File: src/verilog/pm_settings.svh
// sizes for the packet memory datapath and queues
// included by the package and by any RTL file that sizes ports
`ifndef PM_SETTINGS_SVH
`define PM_SETTINGS_SVH

// ----------------------------------------
// data and codeword
// ----------------------------------------
`define PM_DATA_W 32
`define PM_ADDR_W 8

// 32 data bits, 6 hamming bits, 1 overall parity bit
`define PM_CODE_W 39

// ----------------------------------------
// banks, queue and retiming
// ----------------------------------------
// even addresses in bank 0, odd addresses in bank 1
`define PM_N_BANKS 2

// result queue depth, also the credit count on both sides
`define PM_RD_CREDITS 4

`define PM_IN_STAGES 1

`endif

File: src/verilog/pm_pkg.sv
// request, codeword and result types for the packet memory
// also holds the SEC-DED bit placement used by encoder and checker
`include "pm_settings.svh"

package pm_pkg;

  localparam int PM_SYN_W  = `PM_CODE_W - `PM_DATA_W - 1;
  localparam int PM_BANK_W = $clog2(`PM_N_BANKS);
  localparam int PM_ROW_W  = `PM_ADDR_W - PM_BANK_W;

  typedef logic [`PM_CODE_W-1:0] pm_code_t;

  typedef struct packed {
    logic                  valid;
    logic [`PM_ADDR_W-1:0] addr;
    logic [`PM_DATA_W-1:0] data;
    logic [1:0]            err_inj;
  } pm_wr_req_t;

  typedef struct packed {
    logic                  valid;
    logic [`PM_ADDR_W-1:0] addr;
  } pm_rd_req_t;

  typedef struct packed {
    logic                  valid;
    logic [`PM_ADDR_W-1:0] addr;
    pm_code_t              code;
  } pm_wr_code_t;

  typedef enum logic [1:0] {
    PM_OK            = 2'd0,
    PM_CORRECTED     = 2'd1,
    PM_UNCORRECTABLE = 2'd2
  } pm_status_e;

  typedef struct packed {
    logic [`PM_ADDR_W-1:0] addr;
    logic [`PM_DATA_W-1:0] data;
    pm_status_e            status;
  } pm_rd_result_t;

  // ----------------------------------------
  // codeword layout
  // ----------------------------------------
  // bit 0 is overall parity, powers of two hold hamming bits,
  // data fills the remaining positions in ascending order
  function automatic pm_code_t pm_place_data(input logic [`PM_DATA_W-1:0] data);
    pm_code_t code;
    int       d;
    code = '0;
    d    = 0;
    for (int pos = 1; pos < `PM_CODE_W; pos++) begin
      if ((pos & (pos - 1)) != 0) begin
        code[pos] = data[d];
        d++;
      end
    end
    return code;
  endfunction

  function automatic logic [`PM_DATA_W-1:0] pm_extract_data(input pm_code_t code);
    logic [`PM_DATA_W-1:0] data;
    int                    d;
    data = '0;
    d    = 0;
    for (int pos = 1; pos < `PM_CODE_W; pos++) begin
      if ((pos & (pos - 1)) != 0) begin
        data[d] = code[pos];
        d++;
      end
    end
    return data;
  endfunction

  // xor of the positions of all set bits, parity bit excluded
  function automatic logic [PM_SYN_W-1:0] pm_syndrome(input pm_code_t code);
    logic [PM_SYN_W-1:0] syn;
    syn = '0;
    for (int pos = 1; pos < `PM_CODE_W; pos++) begin
      if (code[pos]) begin
        syn ^= PM_SYN_W'(pos);
      end
    end
    return syn;
  endfunction

endpackage

File: src/verilog/pm_encode_ecc.sv
// SEC-DED encoder on the write path, with test error injection
// its codeword is broadcast to every bank
`timescale 1ns/1ps
`include "pm_settings.svh"

module pm_encode_ecc import pm_pkg::*; (
  input  pm_wr_req_t  i_wr,
  output pm_wr_code_t o_wr_code
);

  pm_code_t              clean_code;
  logic [PM_SYN_W-1:0]   check_bits;
  logic [`PM_DATA_W-1:0] inj_mask;

  // ----------------------------------------
  // check bits
  // ----------------------------------------
  always_comb begin
    clean_code = pm_place_data(i_wr.data);
    // with hamming slots still zero the syndrome equals the check bits
    check_bits = pm_syndrome(clean_code);
    for (int k = 0; k < PM_SYN_W; k++) begin
      clean_code[1 << k] = check_bits[k];
    end
    // overall parity makes the full codeword even
    clean_code[0] = ^clean_code[`PM_CODE_W-1:1];
  end

  // ----------------------------------------
  // error injection
  // ----------------------------------------
  // 1 flips data bit 0, 2 flips data bits 0 and 1
  always_comb begin
    case (i_wr.err_inj)
      2'd1:    inj_mask = `PM_DATA_W'(1);
      2'd2:    inj_mask = `PM_DATA_W'(3);
      default: inj_mask = '0;
    endcase
  end

  assign o_wr_code.valid = i_wr.valid;
  assign o_wr_code.addr  = i_wr.addr;
  // mask goes through the same placement so it lands on data positions
  assign o_wr_code.code  = clean_code ^ pm_place_data(inj_mask);

endmodule

File: config.mk
export PLATFORM = sky130hd
export DESIGN_NAME = pm_encode_ecc
export DESIGN_NICKNAME = d
export VERILOG_FILES = /design/src/verilog/pm_pkg.sv /design/src/verilog/pm_encode_ecc.sv
export VERILOG_INCLUDE_DIRS = /design/src /design/src/verilog
export SDC_FILE = /design/constraint.sdc
export NUM_CORES = 1
export LEC_CHECK = 0
export ABC_AREA = 1
export BUFFER_PORTS_ARGS = -buffer_cell sky130_fd_sc_hd__buf_2
export CAP_MARGIN = 10
export CORE_MARGIN = 4
export CORE_UTILIZATION = 52
export DETAILED_ROUTE_END_ITERATION = 16
export PLACE_DENSITY = 0.9
export SYNTH_ARGS = -nofsm -noshare
export SYNTH_HDL_FRONTEND = slang
export SYNTH_SLANG_ARGS = --single-unit
File: constraint.sdc
create_clock -name vclk -period 3.3
set_clock_uncertainty 0.2 [all_clocks]
set_input_delay 0.33 -clock vclk [all_inputs]
set_output_delay 0.33 -clock vclk [all_outputs]
set_load 0.01 [all_outputs]
==> results.md <==
- Status: completed
- Critical path buffers and inverters: 5
- Post-synth cell types: 17
- Final instance area: 1870 um^2
- Static Leak: 1.35 nW
- Syn_nets: 405
- Period utilisation layout: 76.5%
- Vias in the first global route: 1805
- Syn Inst Count: 361
- Rows: 20
- Crit path cell chain: buf_2 > inv_2 > nand2_1 > nand2_1 > nand2_2 > inv_1 > nor2_1 > nand2_1 > nand2_1 > nand2_1 > nand2_1 > nand2_2 > nand2_2 > nand2_2 > nand2_1 > nand3_1 > nand3_1 > nand2_1 > nand2_1 > inv_1 > nor2_1 > buf_2
- Slowest cell on crit path: buf_2
- Setup TNS: 0 ps
- Via density per instance: 4.68
- Drt first pass iters: 4
- Placer Congestion: 0.877
- Via count: 2051
- Worst slew pin tran: 274 ps
- Relative slew slack: 81.6%
- RSZ-0062 raised after global routing: no
- Synth area leader: nand2_1
- Register area: 0 um^2
- Synth top area share: 35.6%
- Fin nets: 440
- Cell count after placement: 438
- CP startpoint: i_wr[27]
- HPWL after detailed placement: 3.80 mm
- Element type at the critical path start: primary input
- Ranking of synthesized cells by area: nand2_1, buf_4, inv_1
- Count of final max-slew check failures: 0
- Port Buffers: 73
- First-pass GRT wire length: 7.10 mm
- Largest net degree at the start of global routing: 9
- Worst Setup End Kind: output pin
- Initial Util: 55.8%
- Die width: 66.2 um
- Final Setup Violations: 0
- Crit-path max cell delay: 180 ps
- Seq_cells: 0
- Final WL: 4.20 mm
- Min-delay src: i_wr[39]
- Fin crit period: 2530 ps
- Hold_buf cts: 0
- Clock buffer count: 0
- Largest fanout on the critical path: 8
- PD cells: 254 nW/um^2
- Gr usage total: 19.4%
- Critical Path RT: 2770 ps
- Post-cts resize count: 0
- Core footprint: 3150 um^2
- IR drop worst, VDD: 0.0950 mV
- Post-CTS Setup Inserts: 0
- Most numerous cell in the Yosys netlist: nand2_1
- DR WL/cell: 9.59 um
- Crit path kind: primary input to output pin
- Mapped Area: 1760 um^2
- Chip height: 66.2 um
- Io pins: 91
- Critical path arrival: 2000 ps
- Fmax: 396 MHz
- Diode count: 0
- Synth-to-Final Area Change: 6.47%
- Family with the most delay on the worst path: simple AND/OR/NAND/NOR gates
- Number of max-cap violations: 0
- Initial drt markers: 158
- HP Class: primary input to output pin
- Syn. warnings: 0
- Initial antenna violation count: 0
- Post-route DRC: 0
- Share of cells above drive strength 1: 26.6%
- Synth Area per Inst: 4.88 um^2
- Antenna Nets Post-Route: 0
- Grt ovf: 0
- Final Hold Vio Count: 0
- Post-synth top cells: nand2_1, inv_1, buf_4
- Dpl cell area: 1870 um^2
- Seq/Total Area, Yosys: 0%
- Crit-path most repeated cell: nand2_1
- Non-Filler Instances: 438
- Die ar.: 4380 um^2
==> final timing paths <==
path                         to  slack, ps  depth (start not counted)
setup / recovery   o_wr_code[0]        770                         22
hold / removal    o_wr_code[44]        460                          0
==> cell usage in the layout (no fill, tap or decap) <==
cell | Yosys | layout
buf_2 | 0 | 73
ha_1 | 1 | 1
inv_1 | 49 | 49
inv_2 | 9 | 9
nand2_1 | 167 | 167
nand2_2 | 18 | 18
nand3_1 | 31 | 31
nand3_2 | 2 | 2
nand3b_1 | 6 | 6
nor2_1 | 14 | 14
nor2_2 | 1 | 1
o21ai_1 | 1 | 1
o21ai_2 | 1 | 1
xnor2_1 | 11 | 11
xnor2_2 | 1 | 1
xor2_1 | 9 | 9
==> stage by stage <==
| stage | setup slack (ps) | util (%) | hold slack [ps] | total power [mW] |
|---|---|---|---|---|
| CTS | 780 | 59.4 | 460 | 0.479 |
| global route | 334 | 59.4 | 460 | 0.556 |
| detailed placement | 781 | 59.4 | 460 | 0.477 |
| finish | 774 | 59.4 | 460 | 0.477 |
| floorplan | 1040 | - | 540 | 0.373 |
| global placement | 834 | 59.4 | 460 | 0.463 |
==> layer usage <==
layer | wire length, um | share of wire, % | global-route usage (%) | vias to the layer above
li1 | - | - | - | 1103
met1 | 1810 | 43 | 23.5 | 871
met2 | 2030 | 48 | 37.3 | 67
met3 | 309 | 7.4 | 1.19 | 10
met4 | 53 | 1.3 | 3.30 | 0
met5 | 0 | 0 | 0 | -
==> kinds of logic (layout without fill, tap and decap cells) <==
logic type,count (synthesis),after routing,share of synthesized area [%]
fa+ha+maj,1,1,0.711
simple gates,239,239,57.9
buf+inv,98,131,29.8
compound gates,2,2,0.782
xor+xnor,21,21,10.9
==> area by class of cell <==
type	instances	area, um^2
tap	44	55.1
fill	365	1280
inverter	58	218
timing repair buffer	73	365
multi-input combinational	263	1240
==> power breakdown <==
group | leakage, nW | switching (mW) | internal (mW) | total [mW]
sequential | 0 | 0 | 0 | 0
clock | 0 | 0 | 0 | 0
combinational | 1.35 | 0.294 | 0.183 | 0.477
Power figures use the tool's default switching activity.
