[src/verilog/pm_settings.svh]
// sizes for the packet memory datapath and queues
// included by the package and by any RTL file that sizes ports
`ifndef PM_SETTINGS_SVH
`define PM_SETTINGS_SVH

// ----------------------------------------
// data and codeword
// ----------------------------------------
`define PM_DATA_W 32
`define PM_ADDR_W 8

// 32 data bits, 6 hamming bits, 1 overall parity bit
`define PM_CODE_W 39

// ----------------------------------------
// banks, queue and retiming
// ----------------------------------------
// even addresses in bank 0, odd addresses in bank 1
`define PM_N_BANKS 2

// result queue depth, also the credit count on both sides
`define PM_RD_CREDITS 4

`define PM_IN_STAGES 1

`endif

[src/verilog/pm_pkg.sv]
// request, codeword and result types for the packet memory
// also holds the SEC-DED bit placement used by encoder and checker
`include "pm_settings.svh"

package pm_pkg;

  localparam int PM_SYN_W  = `PM_CODE_W - `PM_DATA_W - 1;
  localparam int PM_BANK_W = $clog2(`PM_N_BANKS);
  localparam int PM_ROW_W  = `PM_ADDR_W - PM_BANK_W;

  typedef logic [`PM_CODE_W-1:0] pm_code_t;

  typedef struct packed {
    logic                  valid;
    logic [`PM_ADDR_W-1:0] addr;
    logic [`PM_DATA_W-1:0] data;
    logic [1:0]            err_inj;
  } pm_wr_req_t;

  typedef struct packed {
    logic                  valid;
    logic [`PM_ADDR_W-1:0] addr;
  } pm_rd_req_t;

  typedef struct packed {
    logic                  valid;
    logic [`PM_ADDR_W-1:0] addr;
    pm_code_t              code;
  } pm_wr_code_t;

  typedef enum logic [1:0] {
    PM_OK            = 2'd0,
    PM_CORRECTED     = 2'd1,
    PM_UNCORRECTABLE = 2'd2
  } pm_status_e;

  typedef struct packed {
    logic [`PM_ADDR_W-1:0] addr;
    logic [`PM_DATA_W-1:0] data;
    pm_status_e            status;
  } pm_rd_result_t;

  // ----------------------------------------
  // codeword layout
  // ----------------------------------------
  // bit 0 is overall parity, powers of two hold hamming bits,
  // data fills the remaining positions in ascending order
  function automatic pm_code_t pm_place_data(input logic [`PM_DATA_W-1:0] data);
    pm_code_t code;
    int       d;
    code = '0;
    d    = 0;
    for (int pos = 1; pos < `PM_CODE_W; pos++) begin
      if ((pos & (pos - 1)) != 0) begin
        code[pos] = data[d];
        d++;
      end
    end
    return code;
  endfunction

  function automatic logic [`PM_DATA_W-1:0] pm_extract_data(input pm_code_t code);
    logic [`PM_DATA_W-1:0] data;
    int                    d;
    data = '0;
    d    = 0;
    for (int pos = 1; pos < `PM_CODE_W; pos++) begin
      if ((pos & (pos - 1)) != 0) begin
        data[d] = code[pos];
        d++;
      end
    end
    return data;
  endfunction

  // xor of the positions of all set bits, parity bit excluded
  function automatic logic [PM_SYN_W-1:0] pm_syndrome(input pm_code_t code);
    logic [PM_SYN_W-1:0] syn;
    syn = '0;
    for (int pos = 1; pos < `PM_CODE_W; pos++) begin
      if (code[pos]) begin
        syn ^= PM_SYN_W'(pos);
      end
    end
    return syn;
  endfunction

endpackage

[src/verilog/pm_bank_if.sv]
// read return of one memory bank toward the ECC checker
// one instance per bank, bank side drives and checker side samples
`timescale 1ns/1ps

interface pm_bank_if import pm_pkg::*; ();

  logic                 rd_valid;
  // row inside the bank, bank id restores the low address bits
  logic [PM_ROW_W-1:0]  rd_addr;
  pm_code_t             rd_code;
  logic [PM_BANK_W-1:0] rd_bank_id;

  modport bank (
    output rd_valid,
    output rd_addr,
    output rd_code,
    output rd_bank_id
  );

  modport check (
    input rd_valid,
    input rd_addr,
    input rd_code,
    input rd_bank_id
  );

endinterface

[src/verilog/pm_bank.sv]
// one memory bank holding the addresses whose low bits match BANK_ID
// writes in place, returns a registered codeword one cycle after a read
`timescale 1ns/1ps
`include "pm_settings.svh"

module pm_bank import pm_pkg::*; #(
  parameter int BANK_ID = 0
) (
  input  logic        clk,
  input  logic        i_arst_n,
  input  pm_wr_code_t i_wr_code,
  input  pm_rd_req_t  i_rd_req,
  pm_bank_if.bank     bank_if
);

  pm_code_t            mem [2**PM_ROW_W];
  logic                wr_hit;
  logic                rd_hit;
  logic [PM_ROW_W-1:0] wr_row;
  logic [PM_ROW_W-1:0] rd_row;

  // address decode, each bank picks out its own share
  assign wr_hit = i_wr_code.valid &&
                  (i_wr_code.addr[PM_BANK_W-1:0] == PM_BANK_W'(BANK_ID));
  assign rd_hit = i_rd_req.valid &&
                  (i_rd_req.addr[PM_BANK_W-1:0] == PM_BANK_W'(BANK_ID));
  assign wr_row = i_wr_code.addr[`PM_ADDR_W-1:PM_BANK_W];
  assign rd_row = i_rd_req.addr[`PM_ADDR_W-1:PM_BANK_W];

  // ----------------------------------------
  // array and read data
  // ----------------------------------------
  // a read in the same cycle as a write to its row sees the old word
  always_ff @(posedge clk) begin
    if (wr_hit) begin
      mem[wr_row] <= i_wr_code.code;
    end
    if (rd_hit) begin
      bank_if.rd_addr <= rd_row;
      bank_if.rd_code <= mem[rd_row];
    end
  end

  always_ff @(posedge clk or negedge i_arst_n) begin
    if (!i_arst_n) begin
      bank_if.rd_valid <= 1'b0;
    end else begin
      bank_if.rd_valid <= rd_hit;
    end
  end

  assign bank_if.rd_bank_id = PM_BANK_W'(BANK_ID);

endmodule

[src/flat_wrapper.sv]
// flat-port wrapper written by rule: the top's interface ports become plain ports
module pm_bank_flat import pm_pkg::*;
#(
  parameter int BANK_ID = 0
)
  (clk, i_arst_n, i_wr_code, i_rd_req, bank_if_rd_valid, bank_if_rd_addr, bank_if_rd_code, bank_if_rd_bank_id);
  pm_bank_if bank_if_i ();
  input  logic clk;
  input  logic i_arst_n;
  input  pm_wr_code_t i_wr_code;
  input  pm_rd_req_t i_rd_req;
  output wire logic [$bits(bank_if_i.rd_valid)-1:0] bank_if_rd_valid;
  output wire logic [$bits(bank_if_i.rd_addr)-1:0] bank_if_rd_addr;
  output wire logic [$bits(bank_if_i.rd_code)-1:0] bank_if_rd_code;
  output wire logic [$bits(bank_if_i.rd_bank_id)-1:0] bank_if_rd_bank_id;
  assign bank_if_rd_valid = bank_if_i.rd_valid;
  assign bank_if_rd_addr = bank_if_i.rd_addr;
  assign bank_if_rd_code = bank_if_i.rd_code;
  assign bank_if_rd_bank_id = bank_if_i.rd_bank_id;
  pm_bank #(.BANK_ID(BANK_ID)) u_core (.clk(clk), .i_arst_n(i_arst_n), .i_wr_code(i_wr_code), .i_rd_req(i_rd_req), .bank_if(bank_if_i));
endmodule
[config.mk]
export PLATFORM = sky130hd
export DESIGN_NAME = pm_bank_flat
export DESIGN_NICKNAME = d
export VERILOG_FILES = /design/src/verilog/pm_pkg.sv /design/src/verilog/pm_bank_if.sv /design/src/verilog/pm_bank.sv /design/src/flat_wrapper.sv
export VERILOG_INCLUDE_DIRS = /design/src /design/src/verilog
export SDC_FILE = /design/constraint.sdc
export NUM_CORES = 2
export LEC_CHECK = 0
export BUFFER_PORTS_ARGS = -buffer_cell sky130_fd_sc_hd__buf_2
export CAP_MARGIN = 20
export CORE_ASPECT_RATIO = 0.9
export CORE_MARGIN = 1.5
export CORE_UTILIZATION = 40
export CTS_CLUSTER_DIAMETER = 30
export CTS_CLUSTER_SIZE = 40
export DETAILED_ROUTE_END_ITERATION = 7
export HOLD_SLACK_MARGIN = 0.03
export PLACE_DENSITY = 0.54
export SLEW_MARGIN = 25
export SYNTH_ARGS = -nofsm -noshare
export SYNTH_HDL_FRONTEND = slang
export SYNTH_MEMORY_MAX_BITS = 65536
export SYNTH_SLANG_ARGS = --single-unit
export TNS_END_PERCENT = 1
[constraint.sdc]
create_clock -name clk -period 4.4 [get_ports clk]
set_input_delay 0.44 -clock clk [delete_from_list [all_inputs] [get_ports clk]]
set_output_delay 0.44 -clock clk [all_outputs]
set_load 0.05 [all_outputs]
==> flow_summary_export.csv <==
group,metric,value,unit
finish,drive_gt1_share,42.6,%
sta,min_period,3.63,ns
global_route,grt_pass1_vias,92936,
worst_setup_path,crit_arrival,4.47,ns
power,power_density,552,nW/µm²
worst_setup_path,path_buf_inv,5,
detailed_routing,ant_nets,1,
place,post-place-ws,0.292,ns
sta,rsz0062_at_grt,"false",
power,ir_worst_vdd,0.000415,V
finish,area_growth_syn_to_layout,25.3,%
worst_setup_path,required,5.24,ns
worst_setup_path,cp_top_family,"multiplexers",
detailed_routing,vias,91114,
cts,cts_tree,"done",
finish,final_util,50.3,%
worst_setup_path,cpMaxStageDelayCell,"mux4_2",
detailed_routing,firstDrtPassIters,6,
global_route,track_usage,22.4,%
worst_setup_path,worstSetupEndpointType,"flip-flop",
floorplan,die-area,482000,µm²
detailed_routing,wl_met1,230,mm
power,leakage,75.8,nW
synth,syn-instance-count,7270,
outcome,status,"finished with violations",
sta,setup_viol,0,
worst_setup_path,start_kind,"primary input",
detailed_routing,met3_length,46.2,mm
floorplan,die_h,658,µm
detailed_routing,drt-vias-per-instance,5.80,
detailed_routing,dr.first_iter.drc_count,12066,
sta,hold_viol_final,0,
synth,synth_area,191000,µm²
synth,avgSynthCellArea,26.3,µm²
worst_setup_path,cp_cell_sequence,"dlygate4sd3_1 -> buf_12 -> buf_12 -> buf_12 -> buf_12 -> mux4_2 -> mux4_2 -> mux4_2 -> mux2_2",
cts,cts_htree_levels,6,
worst_setup_path,path_depth,9,
floorplan,coreArea,475000,µm²
sta,whs,0.137,ns
detailed_routing,wl_met2,256,mm
floorplan,io_pins,107,
sta,maxSlewHeadroom,28.1,%
sta,setup_ws,0.775,ns
worst_hold_path,hold_depth,4,
global_route,antenna_found_initial,92,
detailed_routing,top_layer_used,"met5",
detailed_routing,wl,545,mm
outcome,violations,"antenna violations",
synth,ys_types,20,
synth,seq_area_frac_synth,79.2,%
place,dp_hpwl,307,mm
sta,setup-tns-final,0,ns
worst_hold_path,hold_class,"in2reg",
detailed_routing,remaining_drc_errors,0,
worst_setup_path,crit_top_cell,"buf_12",
worst_setup_path,critPathKind,"in2reg",
cts,cts_setup_buffers,0,
place,globalplace.congestion,0.794,
global_route,grt_max_degree,129,
synth,ys_ff_latch,5039,
sta,fmax,276,MHz
synth,yosys_warnings,0,
cts,cts_buffers,948,
detailed_routing,wl_per_cell,34.7,µm
floorplan,rows,240,
cts,clk_latency,1.11,ns
flow_run,drv_cap,0,
global_route,grt_pass1_wl,749,mm
finish,nFillCells,36636,
sta,drv_slew,0,
cts,path_clk_slew,0.05,ns
cts,root_buffer,"clkbuf_16",
worst_setup_path,rr_worst_depth,4,
floorplan,initial_utilization,40.2,%
synth,syn-num-nets,7329,
floorplan,fp.dieW,731,µm
finish,fin_nets,8550,
place,io_buffers,105,
cts,numClockSinks,5039,
sta,clock_skew,0.0707,ns
cts,clock_path_buffers,4,
worst_setup_path,slowest_delay,0.73,ns
cts,cts_resized,0,
sta,finalCritPeriodShare,82.4,%
global_route,grt-ovfl-total,0,
sta,worst_pin_slew,1.08,ns
worst_setup_path,critPathMaxFanout,40,
cell usage after synthesis:
| master | count | share of area, % |
|---|---|---|
| buf_1 | 60 | 0.12 |
| buf_2 | 99 | 0.26 |
| buf_4 | 1 | 0.0039 |
| buf_6 | 2 | 0.012 |
| clkbuf_1 | 221 | 0.43 |
| conb_1 | 1 | 0.0020 |
| dfrtp_1 | 1 | 0.013 |
| edfxtp_1 | 5038 | 79 |
| inv_1 | 1 | 0.0020 |
| mux2_2 | 39 | 0.23 |
| mux4_2 | 1638 | 19 |
| nand2_1 | 9 | 0.018 |
| nand2b_1 | 1 | 0.0033 |
| nand3_1 | 9 | 0.024 |
| nand3b_1 | 4 | 0.016 |
| nand4_1 | 3 | 0.0098 |
| nor2_1 | 131 | 0.26 |
| nor2b_1 | 6 | 0.020 |
| or3_1 | 1 | 0.0033 |
| or3b_2 | 5 | 0.023 |
repair_timing:
item                                    in CTS  in global routing
endpoints found under the setup margin       0                  0
endpoints found under the hold margin     1278                211
hold buffers                                48                  3
sequential cells by signal, indices dropped and copies added, names as in the netlist:
register,cells
u_core.bank_if.rd_code,39
u_core.bank_if.rd_addr,7
u_core.mem,4992
u_core.bank_if.rd_valid,1
cell usage in the layout (no fill, tap or decap), types with 50 or more instances in the layout:
master / netlist / routed
edfxtp_1: 5038 / 5038
mux4_2: 1638 / 1638
clkbuf_16: 0 / 952
buf_4: 1 / 317
buf_12: 0 / 211
bufinv_16: 0 / 148
clkinv_2: 0 / 144
clkinv_1: 0 / 130
nor2_4: 0 / 128
clkinvlp_4: 0 / 109
clkbuf_1: 221 / 104
diode_2: 0 / 94
clkinv_4: 0 / 80
inv_6: 0 / 69
buf_2: 99 / 60
dlygate4sd3_1: 0 / 50
logic make-up (layout without fill, tap and decap cells):
logic type,after synthesis,count (layout),share of synthesized area (%)
flops,5039,5039,79.2
mux,1677,1677,19.6
buf+inv,384,2441,0.830
simple gates,169,169,0.374
other cells,1,95,0.00196
where the power goes:
| group | internal (mW) | switching [mW] |
|---|---|---|
| Sequential | 53.1 | 0.0749 |
| Clock | 48.4 | 25.0 |
| Combinational | 2.06 | 3.38 |
final timing paths:
kind                                     start                         end  slack [ns]
setup / recovery                   i_rd_req[1]  u_core.bank_if.rd_code[26]        0.77
hold / removal                   i_wr_code[45]         u_core.mem[109][16]        0.14
setup reg to reg            u_core.mem[95][16]  u_core.bank_if.rd_code[16]        1.48
hold reg to reg            u_core.mem[124][33]  u_core.bank_if.rd_code[33]        1.16
max in group asynchronous             i_arst_n     u_core.bank_if.rd_valid        4.08
min in group asynchronous             i_arst_n     u_core.bank_if.rd_valid        0.21
routing by layer:
metal | GRT usage [%] | vias up
met4 | 5.82 | 14
met5 | 0 | -
li1 | - | 35193
met3 | 4.00 | 702
met2 | 34.8 | 4393
met1 | 33.1 | 50812
metrics by stage:
step,power [mW],instances,instance area (µm²)
final,132,15713,239000
after global placement,59.4,13776,205000
after global routing,135,15663,239000
after CTS,133,15611,239000
after detailed placement,59.5,13777,205000
after floorplan,56.6,7270,191000
tightest hold or removal path: cells and delay by family:
family | cells | cell delay [ns]
AND/OR/NAND/NOR | 2 | 0.19
buffers and inverters | 2 | 0.39
area by class of cell:
cell class | count | area (µm²) | area share, %
tap | 6292 | 7870 | 3.29
timing repair buffer | 654 | 7660 | 3.20
clock inverter | 730 | 8860 | 3.70
multi-input combinational | 1847 | 39000 | 16.3
clock buffer | 1056 | 24200 | 10.1
sequential | 5039 | 151000 | 63.3
antenna | 94 | 235 | 0.0983
inverter | 1 | 3.75 | 0.00157
Power figures use the tool's default switching activity.
