==> src/verilog/pm_settings.svh <==
// sizes for the packet memory datapath and queues
// included by the package and by any RTL file that sizes ports
`ifndef PM_SETTINGS_SVH
`define PM_SETTINGS_SVH

// ----------------------------------------
// data and codeword
// ----------------------------------------
`define PM_DATA_W 32
`define PM_ADDR_W 8

// 32 data bits, 6 hamming bits, 1 overall parity bit
`define PM_CODE_W 39

// ----------------------------------------
// banks, queue and retiming
// ----------------------------------------
// even addresses in bank 0, odd addresses in bank 1
`define PM_N_BANKS 2

// result queue depth, also the credit count on both sides
`define PM_RD_CREDITS 4

`define PM_IN_STAGES 1

`endif

==> src/verilog/pm_pkg.sv <==
// request, codeword and result types for the packet memory
// also holds the SEC-DED bit placement used by encoder and checker
`include "pm_settings.svh"

package pm_pkg;

  localparam int PM_SYN_W  = `PM_CODE_W - `PM_DATA_W - 1;
  localparam int PM_BANK_W = $clog2(`PM_N_BANKS);
  localparam int PM_ROW_W  = `PM_ADDR_W - PM_BANK_W;

  typedef logic [`PM_CODE_W-1:0] pm_code_t;

  typedef struct packed {
    logic                  valid;
    logic [`PM_ADDR_W-1:0] addr;
    logic [`PM_DATA_W-1:0] data;
    logic [1:0]            err_inj;
  } pm_wr_req_t;

  typedef struct packed {
    logic                  valid;
    logic [`PM_ADDR_W-1:0] addr;
  } pm_rd_req_t;

  typedef struct packed {
    logic                  valid;
    logic [`PM_ADDR_W-1:0] addr;
    pm_code_t              code;
  } pm_wr_code_t;

  typedef enum logic [1:0] {
    PM_OK            = 2'd0,
    PM_CORRECTED     = 2'd1,
    PM_UNCORRECTABLE = 2'd2
  } pm_status_e;

  typedef struct packed {
    logic [`PM_ADDR_W-1:0] addr;
    logic [`PM_DATA_W-1:0] data;
    pm_status_e            status;
  } pm_rd_result_t;

  // ----------------------------------------
  // codeword layout
  // ----------------------------------------
  // bit 0 is overall parity, powers of two hold hamming bits,
  // data fills the remaining positions in ascending order
  function automatic pm_code_t pm_place_data(input logic [`PM_DATA_W-1:0] data);
    pm_code_t code;
    int       d;
    code = '0;
    d    = 0;
    for (int pos = 1; pos < `PM_CODE_W; pos++) begin
      if ((pos & (pos - 1)) != 0) begin
        code[pos] = data[d];
        d++;
      end
    end
    return code;
  endfunction

  function automatic logic [`PM_DATA_W-1:0] pm_extract_data(input pm_code_t code);
    logic [`PM_DATA_W-1:0] data;
    int                    d;
    data = '0;
    d    = 0;
    for (int pos = 1; pos < `PM_CODE_W; pos++) begin
      if ((pos & (pos - 1)) != 0) begin
        data[d] = code[pos];
        d++;
      end
    end
    return data;
  endfunction

  // xor of the positions of all set bits, parity bit excluded
  function automatic logic [PM_SYN_W-1:0] pm_syndrome(input pm_code_t code);
    logic [PM_SYN_W-1:0] syn;
    syn = '0;
    for (int pos = 1; pos < `PM_CODE_W; pos++) begin
      if (code[pos]) begin
        syn ^= PM_SYN_W'(pos);
      end
    end
    return syn;
  endfunction

endpackage

==> src/verilog/pm_bank_if.sv <==
// read return of one memory bank toward the ECC checker
// one instance per bank, bank side drives and checker side samples
`timescale 1ns/1ps

interface pm_bank_if import pm_pkg::*; ();

  logic                 rd_valid;
  // row inside the bank, bank id restores the low address bits
  logic [PM_ROW_W-1:0]  rd_addr;
  pm_code_t             rd_code;
  logic [PM_BANK_W-1:0] rd_bank_id;

  modport bank (
    output rd_valid,
    output rd_addr,
    output rd_code,
    output rd_bank_id
  );

  modport check (
    input rd_valid,
    input rd_addr,
    input rd_code,
    input rd_bank_id
  );

endinterface

==> src/verilog/pm_check_ecc.sv <==
// read-side checker: merges bank returns, corrects, queues results
// runs consumer credits and returns requester credits as results leave
`timescale 1ns/1ps
`include "pm_settings.svh"

module pm_check_ecc import pm_pkg::*; (
  input  logic          clk,
  input  logic          i_arst_n,
  pm_bank_if.check      bank0_if,
  pm_bank_if.check      bank1_if,
  input  logic          i_rd_credit,
  output logic          o_req_credit,
  output logic          o_result_valid,
  output pm_rd_result_t o_result
);

  localparam int PTR_W = $clog2(`PM_RD_CREDITS);
  localparam int CNT_W = $clog2(`PM_RD_CREDITS + 1);

  logic                 ret_valid;
  logic [PM_ROW_W-1:0]  ret_row;
  logic [PM_BANK_W-1:0] ret_bank;
  pm_code_t             ret_code;
  logic [PM_SYN_W-1:0]  syn;
  logic                 par_err;
  pm_code_t             fix_code;
  pm_rd_result_t        chk_result;

  pm_rd_result_t        queue_mem [`PM_RD_CREDITS];
  logic [PTR_W-1:0]     wr_ptr;
  logic [PTR_W-1:0]     rd_ptr;
  logic [CNT_W-1:0]     q_count;
  logic [CNT_W-1:0]     cons_credits;
  logic                 issue;

  function automatic logic [PTR_W-1:0] ptr_inc(input logic [PTR_W-1:0] ptr);
    return (ptr == PTR_W'(`PM_RD_CREDITS - 1)) ? '0 : ptr + 1'b1;
  endfunction

  // ----------------------------------------
  // bank merge and SEC-DED check
  // ----------------------------------------
  // banks never return in the same cycle
  assign ret_valid = bank0_if.rd_valid | bank1_if.rd_valid;
  assign ret_row   = bank1_if.rd_valid ? bank1_if.rd_addr    : bank0_if.rd_addr;
  assign ret_bank  = bank1_if.rd_valid ? bank1_if.rd_bank_id : bank0_if.rd_bank_id;
  assign ret_code  = bank1_if.rd_valid ? bank1_if.rd_code    : bank0_if.rd_code;

  always_comb begin
    syn             = pm_syndrome(ret_code);
    par_err         = ^ret_code;
    fix_code        = ret_code;
    chk_result.addr = {ret_row, ret_bank};
    if (par_err && (int'(syn) < `PM_CODE_W)) begin
      // single flip, syndrome 0 means the parity bit itself
      fix_code[syn]     = ~ret_code[syn];
      chk_result.status = PM_CORRECTED;
    end else if (par_err || (syn != '0)) begin
      chk_result.status = PM_UNCORRECTABLE;
    end else begin
      chk_result.status = PM_OK;
    end
    chk_result.data = pm_extract_data(fix_code);
  end

  // ----------------------------------------
  // result queue and credits
  // ----------------------------------------
  assign issue = (q_count != '0) && (cons_credits != '0);

  always_ff @(posedge clk) begin
    if (ret_valid) begin
      queue_mem[wr_ptr] <= chk_result;
    end
  end

  always_ff @(posedge clk or negedge i_arst_n) begin
    if (!i_arst_n) begin
      wr_ptr       <= '0;
      rd_ptr       <= '0;
      q_count      <= '0;
      cons_credits <= CNT_W'(`PM_RD_CREDITS);
    end else begin
      if (ret_valid) begin
        wr_ptr <= ptr_inc(wr_ptr);
      end
      if (issue) begin
        rd_ptr <= ptr_inc(rd_ptr);
      end
      q_count      <= q_count + CNT_W'(ret_valid) - CNT_W'(issue);
      cons_credits <= cons_credits + CNT_W'(i_rd_credit) - CNT_W'(issue);
    end
  end

  assign o_result_valid = issue;
  assign o_result       = queue_mem[rd_ptr];
  // each result leaving frees one read slot upstream
  assign o_req_credit   = issue;

endmodule

==> src/flat_wrapper.sv <==
// flat-port wrapper written by rule: the top's interface ports become plain ports
module pm_check_ecc_flat import pm_pkg::*;
  (clk, i_arst_n, i_rd_credit, o_req_credit, o_result_valid, o_result, bank0_if_rd_valid, bank0_if_rd_addr, bank0_if_rd_code, bank0_if_rd_bank_id, bank1_if_rd_valid, bank1_if_rd_addr, bank1_if_rd_code, bank1_if_rd_bank_id);
  pm_bank_if bank0_if_i ();
  pm_bank_if bank1_if_i ();
  input  logic clk;
  input  logic i_arst_n;
  input  logic i_rd_credit;
  output logic o_req_credit;
  output logic o_result_valid;
  output pm_rd_result_t o_result;
  input wire logic [$bits(bank0_if_i.rd_valid)-1:0] bank0_if_rd_valid;
  input wire logic [$bits(bank0_if_i.rd_addr)-1:0] bank0_if_rd_addr;
  input wire logic [$bits(bank0_if_i.rd_code)-1:0] bank0_if_rd_code;
  input wire logic [$bits(bank0_if_i.rd_bank_id)-1:0] bank0_if_rd_bank_id;
  input wire logic [$bits(bank1_if_i.rd_valid)-1:0] bank1_if_rd_valid;
  input wire logic [$bits(bank1_if_i.rd_addr)-1:0] bank1_if_rd_addr;
  input wire logic [$bits(bank1_if_i.rd_code)-1:0] bank1_if_rd_code;
  input wire logic [$bits(bank1_if_i.rd_bank_id)-1:0] bank1_if_rd_bank_id;
  assign bank0_if_i.rd_valid = bank0_if_rd_valid;
  assign bank0_if_i.rd_addr = bank0_if_rd_addr;
  assign bank0_if_i.rd_code = bank0_if_rd_code;
  assign bank0_if_i.rd_bank_id = bank0_if_rd_bank_id;
  assign bank1_if_i.rd_valid = bank1_if_rd_valid;
  assign bank1_if_i.rd_addr = bank1_if_rd_addr;
  assign bank1_if_i.rd_code = bank1_if_rd_code;
  assign bank1_if_i.rd_bank_id = bank1_if_rd_bank_id;
  pm_check_ecc u_core (.clk(clk), .i_arst_n(i_arst_n), .bank0_if(bank0_if_i), .bank1_if(bank1_if_i), .i_rd_credit(i_rd_credit), .o_req_credit(o_req_credit), .o_result_valid(o_result_valid), .o_result(o_result));
endmodule
==> config.mk <==
export PLATFORM = sky130hd
export DESIGN_NAME = pm_check_ecc_flat
export DESIGN_NICKNAME = d
export VERILOG_FILES = /design/src/verilog/pm_pkg.sv /design/src/verilog/pm_bank_if.sv /design/src/verilog/pm_check_ecc.sv /design/src/flat_wrapper.sv
export VERILOG_INCLUDE_DIRS = /design/src /design/src/verilog
export SDC_FILE = /design/constraint.sdc
export NUM_CORES = 1
export LEC_CHECK = 0
export ABC_AREA = 0
export BUFFER_PORTS_ARGS = -buffer_cell sky130_fd_sc_hd__buf_4
export CELL_PAD_IN_SITES_DETAIL_PLACEMENT = 1
export CELL_PAD_IN_SITES_GLOBAL_PLACEMENT = 2
export CORE_ASPECT_RATIO = 0.9
export CORE_MARGIN = 3
export CORE_UTILIZATION = 41
export CTS_CLUSTER_DIAMETER = 40
export DETAILED_ROUTE_END_ITERATION = 8
export PLACE_DENSITY_LB_ADDON = 0.1
export SYNTH_ARGS = -nofsm -noshare
export SYNTH_HDL_FRONTEND = slang
export SYNTH_SLANG_ARGS = --single-unit
==> constraint.sdc <==
create_clock -name clk -period 4.2 [get_ports clk]
set_input_delay 0.21 -clock clk [delete_from_list [all_inputs] [get_ports clk]]
set_output_delay 0.21 -clock clk [all_outputs]
set_load 0.1 [all_outputs]
==> results.md, run 1 <==
- Die X-Extent: roughly 170 um
- Final Hold Viols: 0
- Post-Syn Area: 0.009694 mm^2
- Hold slack final: 131.2 ps
- Latest clock arrival within the worst-skew pair: approximately 430 ps
- Share of cells above drive strength 1: between 30% and 40%
- Num CTS Buffers: 17
- Area growth syn-to-layout: 22.75%
- Max Cap Viol: 0
- WP data required: roughly 4300 ps
- Max Fanout on Critical Path: 23
- Post-synthesis cell count: 641
- Longest Clk Path Bufs: 2
- Worst R2R Path Depth: 9
- Fin crit share: 84.13%
- RSZ-0062 raised after global routing: no
- Antenna cells: 0
- Post-Syn Nets: ~750
- Arrival @ worst endpoint: 3660 ps
- Initial antenna violation count: 0
- Crit path kind: input port to flip-flop
- Vias in the first global route: about 6600
- Most used DFF post-synth: edfxtp_1
- Status: completed
- Vias per cell: between 5 and 6
- Place WS: approximately 190 ps
- Largest net degree at the start of global routing: 45
- Slowest stage delay, CP: around 530 ps
- Grt ovf: 0
- Clock transition at the registers of the reported paths: about 70 ps
- Syn_area_per_cell: 15.12 um^2
- Critical path endpoint: u_core.queue_mem[3][24]
- Worst Tran Pin Value: about 1100 ps
- Die ar.: approximately 0.026 mm^2
- Leading post-synthesis cells by cell area: edfxtp_1 (52%), mux4_2 (11%), mux2i_1 (9.8%)
- Core Rows: 52
- WP buf/inv: 3
- Synth cell types: 56
- H-tree Lvls: 4
- # nets final: between 900 and 1000
- Slew Limit Headroom: 23.71%
- R2R Setup Slk: between 1500 and 2000 ps
- Dominant cell type by area after synthesis: edfxtp_1
- Worst path slowest cell: xnor2_2
- Share of synthesized registers carrying an async set or reset: 5.618%
- Drt total wl: ~26000 um
- DRT Pass-1 Iters: 4
- CP delay by family, top: buffers and inverters
- Min Tclk post-route: ~3500 ps
- Most common cell after layout, fill and taps aside: edfxtp_1
- Min-Delay Path Class: input port to flip-flop
- Via count: 6005
- R2r startpoint: u_core.cons_credits[2]
- Core ar.: about 0.023 mm^2
- CTS Sinks: around 180
- Yosys reg bits: 178
- DRC: 0
- Root buffer cell: clkbuf_16
- Post-synth EDFFs: between 150 and 200
- Gr usage total: a little over a fifth
- Initial DRC Count: between 300 and 400
- RePlAce Congestion: about 0.83
- I/O pins: about 140
- # setup viols final: 0
- CP Capture Type: flip-flop
- Top-area cell type share of the netlist area: 52.04%
- Sequential-to-total area share from yosys stat: 54.63%
- Final Max Tran Viols: 0
- Ordered cell list for the critical path: buf_4 -> buf_12 -> buf_4 -> mux2i_1 -> xnor2_1 -> xnor2_2 -> xnor2_2 -> mux2i_1 -> nor2_1 -> or3_1 -> a21oi_2 -> mux2i_1
- Peak Freq: about 280 MHz
- Synth Warn #: 0
- CP Launch Point: bank1_if_rd_valid
- CTS tree: built
- Commonest non-fill, non-tap cells in the layout: edfxtp_1 (168), buf_4 (165), mux2i_1 (95)
- Initial Util: between 40% and 50%
- Post-DR wirelength/cell: between 20 and 25 um
- Routed Antenna Nets: 0
- Hpwl dp: 19770 um
- Setup slack after layout: roughly 670 ps
- CP dominant cell by count: mux2i_1
- PortBufs: approximately 140
- Global-route wire length before repair: roughly 40000 um
- Endpoint of the lowest-slack register-to-register path: u_core.q_count[2]
- Setup TNS: 0 ps
- Clock skew: about 14 ps
- Design area: between 0.01 and 0.015 mm^2
- Post-DP Area: around 0.011 mm^2
- Die Y: 151.9 um
- Critical path depth in cells: 12
- Critical path launch point type: input port
## through the flow
stage / util [%] / instances
floorplan: - / 641
global placement: 49.10 / 1073
detailed placement: 49.10 / 1073
CTS: 52.11 / 1107
global route: 52.11 / 1107
finish: 52.11 / 1107
## synth_stat cells, types with 3 or more instances
library cell and instances:
xnor3_1 3, a31o_2 3, nand2_1 24, buf_4 5
xor2_1 45, and2_1 3, mux2_2 16, edfxtp_1 168
o22ai_1 8, buf_2 9, dfrtp_1 9, nor3_1 4
nor2_1 36, xnor2_1 53, mux2i_1 95, nor2b_1 6
ha_1 9, xnor2_2 6, mux4_2 46, clkbuf_1 14
o21ai_0 3, a31oi_1 3, inv_1 16, nand3_1 11
## kinds of logic (layout without fill, tap and decap cells)
| family | Yosys count | in the layout | synth area share [%] |
|---|---|---|---|
| AOI/OAI and AO/OA | 39 | 39 | 3.046 |
| xor gates and xnor gates | 110 | 110 | 11.29 |
| adders and majority gates | 13 | 13 | 1.781 |
| buffers and inverters | 48 | 217 | 2.323 |
| DFF | 178 | 178 | 54.63 |
| muxes | 157 | 157 | 22.35 |
| and+or+nand+nor | 96 | 96 | 4.569 |
## how the worst min path moves through the flow
stage,startpoint,cells past startpoint,slack [ps],endpoint
2_1_floorplan,i_arst_n,0,-90,u_core.cons_credits[0]
3_3_place_gp,i_arst_n,1,40,u_core.cons_credits[0]
3_5_place_dp,i_arst_n,1,50,u_core.cons_credits[0]
4_1_cts,bank1_if_rd_bank_id,2,120,u_core.queue_mem[2][34]
5_1_grt,bank1_if_rd_bank_id,2,140,u_core.queue_mem[2][34]
6_report,bank1_if_rd_bank_id,2,130,u_core.queue_mem[2][34]
## per-layer routing
metal | up-vias | wire length, um | global-route usage [%]
met5 | - | 0 | 0
met4 | 0 | 308 | 4.947
met3 | 16 | 1228 | 3.533
met2 | 183 | 13470 | 36.18
met1 | 3054 | 11470 | 27.88
li1 | 2752 | - | -
## state kept, by name, indices dropped and copies added, names as in the netlist
register,count
u_core.queue_mem,168
u_core.q_count,3
u_core.rd_ptr,2
u_core.cons_credits,3
u_core.wr_ptr,2
## timing repair
item | in CTS | in global routing
gates resized for setup | 0 | 0
buffers inserted | 0 | 0
hold buffers | 2 | 0
hold endpoints to repair | 11 | 0
## cell type report
cell class / instances / area [um^2]
flip-flops and latches: 178 / 5299
inverters: 16 / 60.06
well taps: 297 / 371.6
clock inverters: 14 / 239.0
multi-input cells: 415 / 4203
clock buffers: 18 / 429.2
repair buffers: 169 / 1299
fillers: 2227 / 10940
Power of run 1 is left out: the tool's default activity adds up to more than one toggle a clock period on the data nets, which glitch-free logic cannot reach.
==> inputs of run 2 (changes only) <==
==> constraint.sdc (replaced) <==
create_clock -name clk -period 3.5 [get_ports clk]
set_input_delay 0.175 -clock clk [delete_from_list [all_inputs] [get_ports clk]]
set_output_delay 0.175 -clock clk [all_outputs]
set_load 0.1 [all_outputs]
==> run 2 against run 1 <==
  * Clock-buffer cell count is 3 higher
  * Global-route usage increased by 0.20 points
  * First-iteration DRC count increased by 2.5%
  * Register-to-register slack got worse by 670 ps
  * Non-clock buffer count grew 55
  * Critical path type unchanged
  * Highest routed layer unchanged
==> results.md, run 2 (synthesis gave the netlist of run 1 again) <==
- Commonest non-fill, non-tap cells in the layout: buf_4 (222), edfxtp_1 (168), mux2i_1 (95)
- Arrival @ worst endpoint: ~3500 ps
- Critical path launch point type: input port
- Grt ovf: 0
- Initial Util: a little over two fifths
- Clock skew: around 9.7 ps
- Max FFs per register: between 150 and 200
- Vias in the first global route: around 6700
- Max Cap Viol: 0
- Clock transition at the registers of the reported paths: 70 ps
- Peak Freq: 304.6 MHz
- Status: completed
- DRC: 0
- Die Y: between 150 and 200 um
- Core ar.: between 0.02 and 0.025 mm^2
- Min Tclk post-route: between 3000 and 4000 ps
- Num CTS Buffers: 17
- Vias per cell: roughly 5.3
- Min-Delay Path Class: input port to async pin
- Worst Tran Pin Value: 862.7 ps
- DRT Pass-1 Iters: 5
- CP Capture Type: flip-flop
- RSZ-0062 raised after global routing: no
- Core Rows: between 50 and 60
- Largest net degree at the start of global routing: 39
- Most common cell after layout, fill and taps aside: buf_4
- # setup viols final: 0
- I/O pins: approximately 140
- Initial antenna violation count: 0
- CTS Sinks: between 150 and 200
- Worst R2R Path Depth: 9
- Share of cells above drive strength 1: roughly two fifths
- Registers with the most flip-flops: u_core.queue_mem (168), u_core.cons_credits (3), u_core.q_count (3)
- H-tree Lvls: 4
- PortBufs: 142
- Design area: roughly 0.012 mm^2
- Die ar.: approximately 0.026 mm^2
- Antenna cells: 0
- Crit path kind: input port to flip-flop
- WP data required: between 3000 and 4000 ps
- Final Hold Viols: 0
- Hpwl dp: 20340 um
- Largest reg by FF count: u_core.queue_mem
- Gr usage total: 21.16%
- Routed Antenna Nets: 0
- Post-DR wirelength/cell: 22.97 um
- R2R Setup Slk: approximately 1200 ps
- # nets final: 962
- Area growth syn-to-layout: 26.15%
- Latest clock arrival within the worst-skew pair: around 440 ps
- Via count: 6173
- Drt total wl: 26690 um
- CTS tree: built
- Final Max Tran Viols: 0
- Root buffer cell: clkbuf_16
- Initial DRC Count: 365
- Post-DP Area: between 0.01 and 0.015 mm^2
- Max Fanout on Critical Path: 15
- Fin crit share: between 90% and 100%
- RePlAce Congestion: 0.8529
- Die X-Extent: between 150 and 200 um
- Slew Limit Headroom: approximately 42%
- Longest Clk Path Bufs: 2
- Global-route wire length before repair: about 41000 um
run 2: layout make-up:
| type | count | area, um^2 |
|---|---|---|
| Inverter | 16 | 60.06 |
| Clock buffer | 21 | 493.0 |
| Fill cell | 2242 | 10610 |
| Clock inverter | 11 | 105.1 |
| Sequential cell | 178 | 5299 |
| Multi-Input combinational cell | 415 | 4214 |
| Timing Repair Buffer | 224 | 1687 |
| Tap cell | 297 | 371.6 |
run 2: path summary, 6_finish.rpt:
check | startpoint | end
worst min-delay path | i_arst_n | u_core.cons_credits[1]
max in group asynchronous | i_arst_n | u_core.cons_credits[2]
worst max-delay path | bank1_if_rd_valid | u_core.queue_mem[0][3]
worst min register to register | u_core.cons_credits[1] | u_core.cons_credits[2]
worst max register to register | u_core.cons_credits[2] | u_core.cons_credits[2]
min in group clk | bank0_if_rd_addr[2] | u_core.queue_mem[1][37]
run 2: worst max-delay path: stages:
cell and delay [ps]:
buf_4 230, buf_4 170, buf_4 140, mux2i_1 340, buf_4 210, xnor3_1 280
xnor3_1 340, mux2_2 380, a211oi_1 280, a32oi_1 110, a31oi_1 260, o32ai_4 230
mux2i_1 350
run 2: metrics by stage:
stage	utilization, %	cells	setup WS, ps	TNS [ps]	hold WS [ps]
2_1_floorplan	-	641	-474.9	-79770	-120.6
3_3_place_gp	50.79	1128	-284.0	-13310	9.537
3_5_place_dp	50.79	1128	-417.2	-21870	12.89
4_1_cts	53.50	1162	72.28	0	88.15
5_1_grt	53.55	1162	20.06	0	84.53
6_report	53.55	1162	217.5	0	102.8
run 2: what timing repair did:
action / CTS / global route
endpoints found under the hold margin: 11 / 0
buffers inserted: 0 / 0
resized for setup: 0 / 1
endpoints found under the setup margin: 0 / 44
hold buffers: 2 / 0
run 2: routing by layer:
layer  wire length, um  up-vias  GRT usage [%]
met1             11770     3131          28.76
met2             13490      161          36.11
met3              1104       18          3.274
met4               315        0          4.869
li1                  -     2863              -
met5                 0        -              0
Power of run 2 is left out for the same reason.
==> inputs of run 3 (changes only) <==
--- a/config.mk
+++ b/config.mk
@@ -15,7 +15,7 @@
 export CORE_UTILIZATION = 41
 export CTS_CLUSTER_DIAMETER = 40
 export DETAILED_ROUTE_END_ITERATION = 8
-export PLACE_DENSITY_LB_ADDON = 0.1
+export PLACE_DENSITY = 0.79
 export SYNTH_ARGS = -nofsm -noshare
 export SYNTH_HDL_FRONTEND = slang
 export SYNTH_SLANG_ARGS = --single-unit
==> run 3 against run 2 <==
  * Routed wire length grew 4.7%
  * Fmax shrank 1.4%
  * Sequential share of layout area shrank 0.95 points
  * Core utilization grew 1.2 points
  * Register-to-register slack lost 60 ps
  * Critical endpoint is now u_core.queue_mem[0][9]
  * Highest routed layer unchanged
==> results.md, run 3 (synthesis gave the netlist of run 1 again) <==
- Clock skew: 9.574 ps
- Global-route wire length before repair: about 42000 um
- Arrival @ worst endpoint: around 3500 ps
- Crit path kind: input port to flip-flop
- Final Max Tran Viols: 0
- Routed Antenna Nets: 0
- # setup viols final: 0
- Post-DR wirelength/cell: between 20 and 25 um
- Slew Limit Headroom: 23.85%
- Gr usage total: between 20% and 30%
- Status: completed
- Area growth syn-to-layout: 28.96%
- CP Capture Type: flip-flop
- # nets final: just under 1000
- WP data required: approximately 3700 ps
- CTS tree: built
- Clock transition at the registers of the reported paths: 70 ps
- Worst Tran Pin Value: 1142 ps
- RSZ-0062 raised after global routing: yes
- Critical path launch point type: input port
- CTS Sinks: roughly 180
- Fin crit share: around 95%
- Fillers: 2263
- H-tree Lvls: 4
- Initial Util: a little over two fifths
- Antenna cells: 0
- Hold slack final: just over 100 ps
- DRC: 0
- Vias in the first global route: 7239
- Max FFs per register: ~170
- Max Cap Viol: 0
- Latest clock arrival within the worst-skew pair: between 400 and 500 ps
- Final Hold Viols: 0
- Longest Clk Path Bufs: 2
- Num CTS Buffers: 17
- Share of cells above drive strength 1: between 40% and 50%
- PortBufs: approximately 140
- Largest net degree at the start of global routing: 45
- Root buffer cell: clkbuf_16
- Hpwl dp: roughly 22000 um
- Commonest non-fill, non-tap cells in the layout: buf_4 (245), edfxtp_1 (168), mux2i_1 (92)
- Drt total wl: roughly 28000 um
- DRT Pass-1 Iters: 5
- Die Y: roughly 150 um
- Vias per cell: approximately 5.4
- Initial antenna violation count: 0
- Largest reg by FF count: u_core.queue_mem
- I/O pins: around 140
- Min Tclk post-route: between 3000 and 4000 ps
- Registers with the most flip-flops: u_core.queue_mem (168), u_core.cons_credits (3), u_core.q_count (3)
- RePlAce Congestion: 0.8335
- Initial DRC Count: between 300 and 400
- Via count: 6393
- Core Rows: 52
- Peak Freq: between 300 and 400 MHz
- Grt ovf: 0
- Most common cell after layout, fill and taps aside: buf_4
- Max Fanout on Critical Path: 12
- Die X-Extent: 168.1 um
- Core ar.: between 0.02 and 0.025 mm^2
- Die ar.: 0.02553 mm^2
- Min-Delay Path Class: input port to flip-flop
## run 3: final cells by class
cell class / instances / area (um^2) / area share (%)
Timing Repair Buffer: 251 / 1939 / 15.51
Multi-Input combinational cell: 415 / 4225 / 33.80
Tap cell: 297 / 371.6 / 2.972
Clock buffer: 18 / 429.2 / 3.433
Clock inverter: 14 / 177.7 / 1.421
Sequential cell: 178 / 5299 / 42.38
Inverter: 16 / 60.06 / 0.4804
## run 3: metrics by stage
step	util, %	TNS, ps	cell area [um^2]	std cells	setup WS, ps
after global placement	51.81	-28040	11830	1154	-499.0
final	54.74	0	12500	1189	171.4
after global routing	54.74	-103.3	12500	1189	-16.40
after CTS	54.61	0	12470	1188	23.54
after floorplan	-	-79770	9694	641	-474.9
after detailed placement	51.81	-44810	11830	1154	-701.6
## run 3: worst paths after layout
check,from,to,depth (start not counted),slack [ps]
worst min-delay path,bank1_if_rd_addr[6],u_core.queue_mem[2][41],2,100
worst max register to register,u_core.cons_credits[2],u_core.cons_credits[2],9,1150
min in group asynchronous,i_arst_n,u_core.rd_ptr[0],2,120
max in group asynchronous,i_arst_n,u_core.cons_credits[2],2,3160
worst min register to register,u_core.cons_credits[1],u_core.cons_credits[2],1,510
worst max-delay path,bank1_if_rd_valid,u_core.queue_mem[0][9],14,170
## run 3: critical path, stage by stage
cell     delay [ps]
buf_4           220
buf_4           220
mux2i_1         250
xnor2_1         210
xor3_1          430
buf_4           170
xnor2_2         360
buf_4           190
o21ai_0          70
a211o_1         290
a31oi_1         270
o32ai_4         150
buf_12          170
mux2i_1         330
## run 3: routing by layer
| layer | up-vias | wire length (um) | GRT usage (%) |
|---|---|---|---|
| met1 | 3247 | 11920 | 28.68 |
| li1 | 2909 | - | - |
| met3 | 38 | 1292 | 3.793 |
| met5 | - | 0 | 0 |
| met4 | 0 | 644 | 6.739 |
| met2 | 199 | 14080 | 37.49 |
## run 3: what timing repair did
item	CTS	global route
endpoints found under the setup margin	44	60
pin swaps	0	1
hold buffers	2	0
gates resized for setup	1	3
buffers inserted	0	1
hold endpoints to repair	11	0
Power of run 3 is left out for the same reason.
